File: src/design/core_types_pkg.sv
/*
  Shared widths, data typedefs, ALU op encodings,
  and the issue and writeback structs of the immediate ALU lane
*/
package core_types_pkg;

  // Defaults; the top level passes counts that must match these
  localparam int DEF_PRF_BANK_COUNT = 2;
  localparam int DEF_PR_COUNT       = 64;
  localparam int DEF_ROB_ENTRIES    = 16;

  typedef logic [31:0] word_t;
  typedef logic [11:0] imm12_t;
  typedef logic [3:0]  alu_op_t;

  typedef logic [$clog2(DEF_PR_COUNT)-1:0]    pr_t;
  typedef logic [$clog2(DEF_ROB_ENTRIES)-1:0] rob_idx_t;

  // Op codes, loosely following the RISC-V funct3 layout
  localparam alu_op_t OP_ADDI  = 4'h0;
  localparam alu_op_t OP_SLLI  = 4'h1;
  localparam alu_op_t OP_SLTI  = 4'h2;
  localparam alu_op_t OP_SLTIU = 4'h3;
  localparam alu_op_t OP_XORI  = 4'h4;
  localparam alu_op_t OP_SRLI  = 4'h5;
  localparam alu_op_t OP_ORI   = 4'h6;
  localparam alu_op_t OP_ANDI  = 4'h7;
  localparam alu_op_t OP_SRAI  = 4'hd;

  // Issued instruction; the source bank is the low bits of A_PR
  typedef struct packed {
    alu_op_t  op;
    imm12_t   imm12;
    logic     A_forward;
    logic     A_is_zero;
    pr_t      A_PR;
    pr_t      dest_PR;
    rob_idx_t ROB_index;
  } issue_t;

  // Writeback payload, qualified by WB_valid
  typedef struct packed {
    word_t    data;
    pr_t      PR;
    rob_idx_t ROB_index;
  } wb_t;

endpackage

File: src/design/prf_banks.sv
/*
  Banked physical register file: registered read port,
  writeback write port and one forward bus per bank
*/
module prf_banks #(
  parameter int PRF_BANK_COUNT = core_types_pkg::DEF_PRF_BANK_COUNT,
  parameter int PR_COUNT       = core_types_pkg::DEF_PR_COUNT
) (
  input  logic                                        CLK,
  input  logic                                        nRST,
  input  logic                                        read_en,
  input  logic [$clog2(PR_COUNT)-1:0]                 read_PR,
  output core_types_pkg::word_t                       read_data,
  input  logic                                        write_en,
  input  logic [$clog2(PR_COUNT)-1:0]                 write_PR,
  input  core_types_pkg::word_t                       write_data,
  output core_types_pkg::word_t [PRF_BANK_COUNT-1:0]  forward_data_by_bank
);
  import core_types_pkg::*;

  localparam int LOG_PR     = $clog2(PR_COUNT);
  localparam int LOG_BANKS  = $clog2(PRF_BANK_COUNT);
  localparam int BANK_DEPTH = PR_COUNT / PRF_BANK_COUNT;
  localparam int LOG_DEPTH  = $clog2(BANK_DEPTH);

  word_t regs [PRF_BANK_COUNT][BANK_DEPTH];

  logic [LOG_BANKS-1:0] read_bank;
  logic [LOG_DEPTH-1:0] read_row;
  logic [LOG_BANKS-1:0] write_bank;
  logic [LOG_DEPTH-1:0] write_row;

  // Low PR bits pick the bank, the rest pick the row inside it
  assign read_bank  = read_PR[LOG_BANKS-1:0];
  assign read_row   = read_PR[LOG_PR-1:LOG_BANKS];
  assign write_bank = write_PR[LOG_BANKS-1:0];
  assign write_row  = write_PR[LOG_PR-1:LOG_BANKS];

  // Whole file comes out of reset as zero
  always_ff @(posedge CLK or negedge nRST) begin
    if (!nRST) begin
      for (int b = 0; b < PRF_BANK_COUNT; b++) begin
        for (int r = 0; r < BANK_DEPTH; r++) begin
          regs[b][r] <= '0;
        end
      end
    end else if (write_en) begin
      regs[write_bank][write_row] <= write_data;
    end
  end

  // Read port 0; value holds while read_en is low
  always_ff @(posedge CLK or negedge nRST) begin
    if (!nRST) begin
      read_data <= '0;
    end else if (read_en) begin
      read_data <= regs[read_bank][read_row];
    end
  end

  // A bank's bus shows its write in the write cycle, zero otherwise
  always_comb begin
    for (int b = 0; b < PRF_BANK_COUNT; b++) begin
      if (write_en && write_bank == LOG_BANKS'(b)) begin
        forward_data_by_bank[b] = write_data;
      end else begin
        forward_data_by_bank[b] = '0;
      end
    end
  end

endmodule

File: src/design/alu_imm_operand_collect.sv
/*
  Stage-2 register of the immediate ALU lane and the
  per-bank forward bus select for the A operand
*/
module alu_imm_operand_collect #(
  parameter int PRF_BANK_COUNT = core_types_pkg::DEF_PRF_BANK_COUNT
) (
  input  logic                                        CLK,
  input  logic                                        nRST,
  input  logic                                        advance,
  input  logic                                        in_valid,
  input  core_types_pkg::issue_t                      in_issue,
  input  core_types_pkg::word_t [PRF_BANK_COUNT-1:0]  forward_data_by_bank,
  output logic                                        out_valid,
  output core_types_pkg::issue_t                      out_issue,
  output core_types_pkg::word_t                       A_forward_data
);

  localparam int LOG_BANKS = $clog2(PRF_BANK_COUNT);

  logic [LOG_BANKS-1:0] a_bank;

  always_ff @(posedge CLK or negedge nRST) begin
    if (!nRST) begin
      out_valid <= 1'b0;
    end else if (advance) begin
      out_valid <= in_valid;
    end
  end

  always_ff @(posedge CLK) begin
    if (advance && in_valid) begin
      out_issue <= in_issue;
    end
  end

  assign a_bank = out_issue.A_PR[LOG_BANKS-1:0];

  // The producer sits in WB right ahead of this stage. Its write to the
  // PRF happens in the very cycle this stage advances, so the bus is
  // taken from the live forward bus of the source bank
  always_comb begin
    if (out_valid && out_issue.A_forward) begin
      A_forward_data = forward_data_by_bank[a_bank];
    end else begin
      A_forward_data = '0;
    end
  end

endmodule

File: src/design/imm_alu.sv
/*
  Combinational ALU for the immediate integer ops
*/
module imm_alu (
  input  core_types_pkg::alu_op_t op,
  input  core_types_pkg::word_t   A,
  input  core_types_pkg::imm12_t  imm12,
  output core_types_pkg::word_t   result
);
  import core_types_pkg::*;

  word_t      imm;
  logic [4:0] shamt;

  assign imm   = {{20{imm12[11]}}, imm12};
  assign shamt = imm12[4:0];

  // SRAI is its own op code, bit 10 of the immediate is ignored
  always_comb begin
    case (op)
      OP_ADDI: begin
        result = A + imm;
      end
      OP_SLTI: begin
        result = {31'b0, $signed(A) < $signed(imm)};
      end
      OP_SLTIU: begin
        result = {31'b0, A < imm};
      end
      OP_XORI: begin
        result = A ^ imm;
      end
      OP_ORI: begin
        result = A | imm;
      end
      OP_ANDI: begin
        result = A & imm;
      end
      OP_SLLI: begin
        result = A << shamt;
      end
      OP_SRLI: begin
        result = A >> shamt;
      end
      OP_SRAI: begin
        result = $signed(A) >>> shamt;
      end
      default: begin
        result = '0;
      end
    endcase
  end

endmodule

File: src/design/alu_imm_pipeline.sv
/*
  Immediate ALU lane: issue register, PRF read request, operand
  select, writeback register and the global stall control
*/
module alu_imm_pipeline #(
  parameter int PRF_BANK_COUNT = core_types_pkg::DEF_PRF_BANK_COUNT,
  parameter int PR_COUNT       = core_types_pkg::DEF_PR_COUNT
) (
  input  logic                                        CLK,
  input  logic                                        nRST,
  input  logic                                        issue_valid,
  input  core_types_pkg::issue_t                      issue,
  output logic                                        issue_ready,
  output logic                                        read_en,
  output logic [$clog2(PR_COUNT)-1:0]                 read_PR,
  input  core_types_pkg::word_t                       read_data,
  input  core_types_pkg::word_t [PRF_BANK_COUNT-1:0]  forward_data_by_bank,
  input  logic                                        WB_ready,
  output logic                                        WB_valid,
  output core_types_pkg::wb_t                         wb
);
  import core_types_pkg::*;

  logic   advance;
  logic   s1_valid;
  issue_t s1_issue;
  logic   s2_valid;
  issue_t s2_issue;
  word_t  s2_forward_data;
  word_t  operand_a;
  word_t  alu_result;

  // Whole lane moves together whenever WB is free or draining
  assign advance     = ~WB_valid | WB_ready;
  assign issue_ready = advance;

  // S1
  always_ff @(posedge CLK or negedge nRST) begin
    if (!nRST) begin
      s1_valid <= 1'b0;
    end else if (advance) begin
      s1_valid <= issue_valid;
    end
  end

  always_ff @(posedge CLK) begin
    if (advance && issue_valid) begin
      s1_issue <= issue;
    end
  end

  // Read data lands together with S2 since both load on advance
  assign read_en = advance;
  assign read_PR = s1_issue.A_PR;

  alu_imm_operand_collect #(
    .PRF_BANK_COUNT(PRF_BANK_COUNT)
  ) u_operand_collect (
    .CLK                 (CLK),
    .nRST                (nRST),
    .advance             (advance),
    .in_valid            (s1_valid),
    .in_issue            (s1_issue),
    .forward_data_by_bank(forward_data_by_bank),
    .out_valid           (s2_valid),
    .out_issue           (s2_issue),
    .A_forward_data      (s2_forward_data)
  );

  always_comb begin
    if (s2_issue.A_is_zero) begin
      operand_a = '0;
    end else if (s2_issue.A_forward) begin
      operand_a = s2_forward_data;
    end else begin
      operand_a = read_data;
    end
  end

  imm_alu u_imm_alu (
    .op    (s2_issue.op),
    .A     (operand_a),
    .imm12 (s2_issue.imm12),
    .result(alu_result)
  );

  // WB
  always_ff @(posedge CLK or negedge nRST) begin
    if (!nRST) begin
      WB_valid <= 1'b0;
    end else if (advance) begin
      WB_valid <= s2_valid;
    end
  end

  always_ff @(posedge CLK) begin
    if (advance && s2_valid) begin
      wb.data      <= alu_result;
      wb.PR        <= s2_issue.dest_PR;
      wb.ROB_index <= s2_issue.ROB_index;
    end
  end

endmodule

File: src/design/alu_imm_subsystem.sv
/*
  Top level: immediate ALU lane next to the banked PRF
*/
module alu_imm_subsystem #(
  parameter int PRF_BANK_COUNT = core_types_pkg::DEF_PRF_BANK_COUNT,
  parameter int PR_COUNT       = core_types_pkg::DEF_PR_COUNT
) (
  input  logic                   CLK,
  input  logic                   nRST,
  input  logic                   issue_valid,
  input  core_types_pkg::issue_t issue,
  output logic                   issue_ready,
  input  logic                   WB_ready,
  output logic                   WB_valid,
  output core_types_pkg::wb_t    wb
);
  import core_types_pkg::*;

  logic                          read_en;
  logic [$clog2(PR_COUNT)-1:0]   read_PR;
  word_t                         read_data;
  word_t [PRF_BANK_COUNT-1:0]    forward_data_by_bank;

  alu_imm_pipeline #(
    .PRF_BANK_COUNT(PRF_BANK_COUNT),
    .PR_COUNT      (PR_COUNT)
  ) u_pipeline (
    .CLK                 (CLK),
    .nRST                (nRST),
    .issue_valid         (issue_valid),
    .issue               (issue),
    .issue_ready         (issue_ready),
    .read_en             (read_en),
    .read_PR             (read_PR),
    .read_data           (read_data),
    .forward_data_by_bank(forward_data_by_bank),
    .WB_ready            (WB_ready),
    .WB_valid            (WB_valid),
    .wb                  (wb)
  );

  // Writes happen on an accepted writeback only
  prf_banks #(
    .PRF_BANK_COUNT(PRF_BANK_COUNT),
    .PR_COUNT      (PR_COUNT)
  ) u_prf (
    .CLK                 (CLK),
    .nRST                (nRST),
    .read_en             (read_en),
    .read_PR             (read_PR),
    .read_data           (read_data),
    .write_en            (WB_valid & WB_ready),
    .write_PR            (wb.PR),
    .write_data          (wb.data),
    .forward_data_by_bank(forward_data_by_bank)
  );

endmodule

File: config.mk
export PLATFORM = sky130hd
export DESIGN_NAME = alu_imm_subsystem
export DESIGN_NICKNAME = d
export VERILOG_FILES = /design/src/design/core_types_pkg.sv /design/src/design/prf_banks.sv /design/src/design/alu_imm_operand_collect.sv /design/src/design/imm_alu.sv /design/src/design/alu_imm_pipeline.sv /design/src/design/alu_imm_subsystem.sv
export SDC_FILE = /design/constraint.sdc
export NUM_CORES = 2
export LEC_CHECK = 0
export BUFFER_PORTS_ARGS = -buffer_cell sky130_fd_sc_hd__clkbuf_2
export CORE_UTILIZATION = 36
export CTS_CLUSTER_SIZE = 16
export DETAILED_ROUTE_END_ITERATION = 10
export PLACE_DENSITY = 0.58
export SETUP_SLACK_MARGIN = 0.5
export SLEW_MARGIN = 25
export SYNTH_ARGS = -nofsm -noshare
export SYNTH_HDL_FRONTEND = slang
export SYNTH_HIERARCHICAL = 1
export SYNTH_SLANG_ARGS = --single-unit
File: constraint.sdc
create_clock -name CLK -period 5.5 [get_ports CLK]
set_input_delay 1.1 -clock CLK [delete_from_list [all_inputs] [get_ports CLK]]
set_output_delay 1.1 -clock CLK [all_outputs]
set_load 0.02 [all_outputs]
After elaboration in Yosys (flattened, before gate mapping)
Index checks and enable logic that the tools add are counted.

storage, ports and cells
  register bits after elaboration = 2188
  bits of input ports = 38
  output and inout port bits = 44
  logic and storage cells = 145

operators by class
  add/subtract/negate cells = 1
  $lt $le $gt $ge = 9
  equal/unequal tests = 8
  shift operators = 3
  mux-type cells = 19
  bitwise operators = 11
  reduce and logical (&&, ||, !) cells = 9

operators by type and width
  cell                                                                    number
  1024-bit 2-to-1 mux                                                     4
  2048-bit bitwise mux                                                    1
  1024-bit demux with 1-bit select                                        1
  32-bit 2-to-1 mux                                                       10
  32-bit one-hot mux with 9 select lines                                  1
  32-bit binary-select mux with 5-bit select                              1
  32-bit demux with 5-bit select                                          1
  32-bit adder                                                            1
  32-bit AND                                                              1
  32-bit by 12-bit < comparator with 1-bit output                         1
  32-bit < comparator                                                     1
  32-bit bitwise OR                                                       1
  32-bit by 5-bit left shift with 32-bit output                           1
  32-bit by 5-bit right shift with 32-bit output                          1
  32-bit by 5-bit >>> shifter with 32-bit output                          1
  32-bit bitwise XOR                                                      1
  4-bit by 3-bit equality test with 1-bit output (second input constant)  4
  6-bit >= comparator (second input constant)                             2
  5-bit inverter with 6-bit output                                        2
  4-bit by 2-bit equality test with 1-bit output (second input constant)  2
  1-bit logical AND                                                       8
  6-bit by 1-bit < comparator with 1-bit output (second input constant)   1
  4-bit by 1-bit equality test with 1-bit output (second input constant)  1
  4-bit equality test (second input constant)                             1
  8 further kinds                                                         11

Depth between registers and ports, before layout
  word-level depth = 10
  mapped depth = 20
  mapped depth without buffers = 18

Hierarchy
The synthesis kept the hierarchy.

modules (own cells, without submodules)
  module                   times used  cells each  area an instance (um^2)  seq. area each (um^2)
  prf_banks                1           6357        94294.2                  52049.9
  imm_alu                  1           1052        7148.1                   0.0
  alu_imm_pipeline         1           161         2951.6                   2332.2
  alu_imm_operand_collect  1           109         1590.3                   1046.0
  alu_imm_subsystem        1           1           6.3                      0.0

Worst setup path after synthesis
No wires, ideal clock.

  kind = input to register
  start point = input WB_ready
  end point = register u_pipeline/wb[41] (netlist name)
  library setup time = 0.261 ns
  data arrival time = 4.529 ns
  data required time = 5.239 ns
  path slack = 0.711 ns
  stages on the path = 19
  buffers on the path = 1
  cells stage by stage = and2_1 -> nor2b_1 -> clkbuf_1 -> and2_1 -> mux2i_1 -> nor2_1 -> mux2i_1 -> nor2_1 -> inv_1 -> ha_1 -> a21o_1 -> a21oi_1 -> a21oi_1 -> o2111ai_2 -> a21oi_2 -> a21oi_4 -> o21a_1 -> mux2i_1 -> a221o_1

RTL lines
  what                RTL line                 text
  start: declaration  alu_imm_subsystem.sv:13  input logic WB_ready,

==> results.yml <==
outcome:
  status: "completed"
floorplanning:
  dieWidth_um: 544.2
  die_h_um: 544.2
  start_util_pct: 36.30
  ios: 82
  fp.dieArea_mm2: 0.2962
  core-area_mm2: 0.2916
  std_cell_rows: 198
clocking:
  clkLatencyLatePin_ps: 900
  cts-buffers-inserted: 235
  cts_tree: "done"
  cts_resized: 0
  cts-root-buf: "clkbuf_16"
  h-tree-depth: 4
  clkTransAtPathRegs_ps: 60
  clk_path_buf_depth: 4
  hold_buffers: 0
  cts_setup_buffers: 0
  cts_sinks: 2188
cells_and_area:
  drive_above_1_share_pct: 42.67
  final_nets: 7767
  mostFrequentLayoutCell: "dfrtp_1"
  syn_to_final_growth_pct: 12.46
  final_core_util_pct: 40.82
  final_cell_mix: "dfrtp_1, mux2_2, mux2i_1"
logic_synthesis:
  postSynthCellCount: 7675
  synth_area_mm2: 0.1058
  synth_nets: 7811
  yosysWarnings: 6
  avgSynthCellArea_um2: 13.79
critical_path:
  timing.rr.start: "u_pipeline/WB_valid$_DFFE_PN0P_"
  path_buf_inv: 2
  r2r_cells: 19
  cp-start-kind: "register"
  worst-path-max-fanout: 9
  crit_top_cell: "mux2i_1"
  crit_slowest_cell: "dfrtp_1"
  critPathKind: "reg2reg"
  reg2reg_to: "u_pipeline/wb[41]$_DFFE_PP_"
  ff2ff_setup_slack_ps: 800
  critPathArrivalTime_ps: 5290
  cp_top_family: "compound AO/OA/AOI/OAI gates"
  cp_cell_sequence: "and2_1 > nor2b_1 > buf_4 > and2_1 > mux2i_1 > nor2_1 > mux2i_1 > nor2_1 > inv_1 > ha_1 > a21oi_1 > nand4b_1 > a21oi_1 > o2111ai_2 > a21oi_2 > a21oi_4 > o21a_1 > mux2i_1 > a221o_1"
  slowest_delay_ps: 400
  cp_data_required_time_ps: 6100
  cp-end-kind: "register"
timing:
  setup_ws_ps: 804.5
  tightest_slew_ps: 1151
  fin_crit_ps: 4695
  hold_violations: 0
  period_share_pct: 85.37
  rsz0062_at_grt: "no"
  final.setup.tns_ps: 0
  slew_violations: 0
  skew_ps: 60.91
  maxSlewHeadroom_pct: 23.11
  fmax_ghz: 0.2130
  finalSetupViolations: 0
job:
  timing.max_cap.violations: 0
placement:
  dp_hpwl_mm: 210.8
  routabilityCongestion: 0.9429
  dp_slack_ps: 133.8
  port_buffers: 81
global_route:
  gr-total-overflow: 0
  use_met3_pct: 3.835
  antenna_found_initial: 14
  grt_pass1_wl_mm: 489.8
  grt_max_degree: 151
  grt_busiest_layer: "met2"
  grt_pass1_vias: 69670
  grt_use_met2_pct: 35.88
  use_met1_pct: 30.29
  track_usage_pct: 22.42
detailed_routing:
  ant_nets: 0
  drc: 0
  wl_per_cell_um: 28.49
  viasPerCell: 5.691
  drt_iter0_markers: 5142
  first_pass_iters: 6
  vias: 66740
  wl_mm: 334.1
hold_path:
  hold_path.class: "in2async"
power:
  ir_worst_vdd_uv: 275.7
  power_per_cell_area_mw_per_mm2: 430.4
  cellLeakagePower_nw: 55.84
  power.total_mw: 51.24
==> where the power goes <==
part           internal [mW]  leakage (nW)  switching [mW]
sequential              20.8          29.3            2.50
combinational           6.08          22.8            6.22
clock                   9.05          3.74            6.58
total                   35.9          55.8            15.3
==> cell type report <==
class                           count  area (µm²)
Fill cell                       26970      172600
Timing Repair Buffer              464        3791
Clock inverter                     62       596.8
Inverter                           65       244.0
Multi-Input combinational cell   4677       47250
Tap cell                         3900        4880
Sequential cell                  2188       55280
Clock buffer                      355        6955
Antenna cell                       15       37.54
==> how the worst max path moves through the flow <==
stage	depth (start not counted)	from	end
6_report	19	u_pipeline/WB_valid$_DFFE_PN0P_	u_pipeline/wb[41]$_DFFE_PP_
5_1_grt	20	u_pipeline/WB_valid$_DFFE_PN0P_	u_pipeline/wb[40]$_DFFE_PP_
4_1_cts	19	u_pipeline/WB_valid$_DFFE_PN0P_	u_pipeline/wb[41]$_DFFE_PP_
3_5_place_dp	21	WB_ready	u_pipeline/wb[40]$_DFFE_PP_
3_3_place_gp	21	WB_ready	u_pipeline/wb[40]$_DFFE_PP_
2_1_floorplan	19	WB_ready	u_pipeline/wb[41]$_DFFE_PP_
==> registers in the layout, summed over array words and instances, names as in the netlist <==
register,cells
u_prf/regs,2048
u_pipeline/wb,42
u_prf/read_data,32
u_pipeline/u_operand_collect/out_issue,29
u_pipeline/s1_issue,28
u_pipeline/read_PR,6
u_pipeline/WB_valid,1
u_pipeline/s1_valid,1
u_pipeline/u_operand_collect/out_valid,1
==> stage by stage <==
step	cell area, µm²	instances	hold slack (ps)
floorplan	105800	7675	400.3
global placement	111400	11290	400.9
detailed placement	111400	11290	404.5
CTS	119000	11710	222.1
global route	119000	11710	240.4
finish	119000	11730	216.5
==> routing by layer <==
| metal | vias to the layer above | wire [µm] |
|---|---|---|
| met3 | 541 | 21300 |
| met2 | 2034 | 156600 |
| met4 | 2 | 13910 |
| met5 | - | 10 |
| li1 | 28140 | - |
| met1 | 36020 | 142300 |
Power figures use the tool's default switching activity.
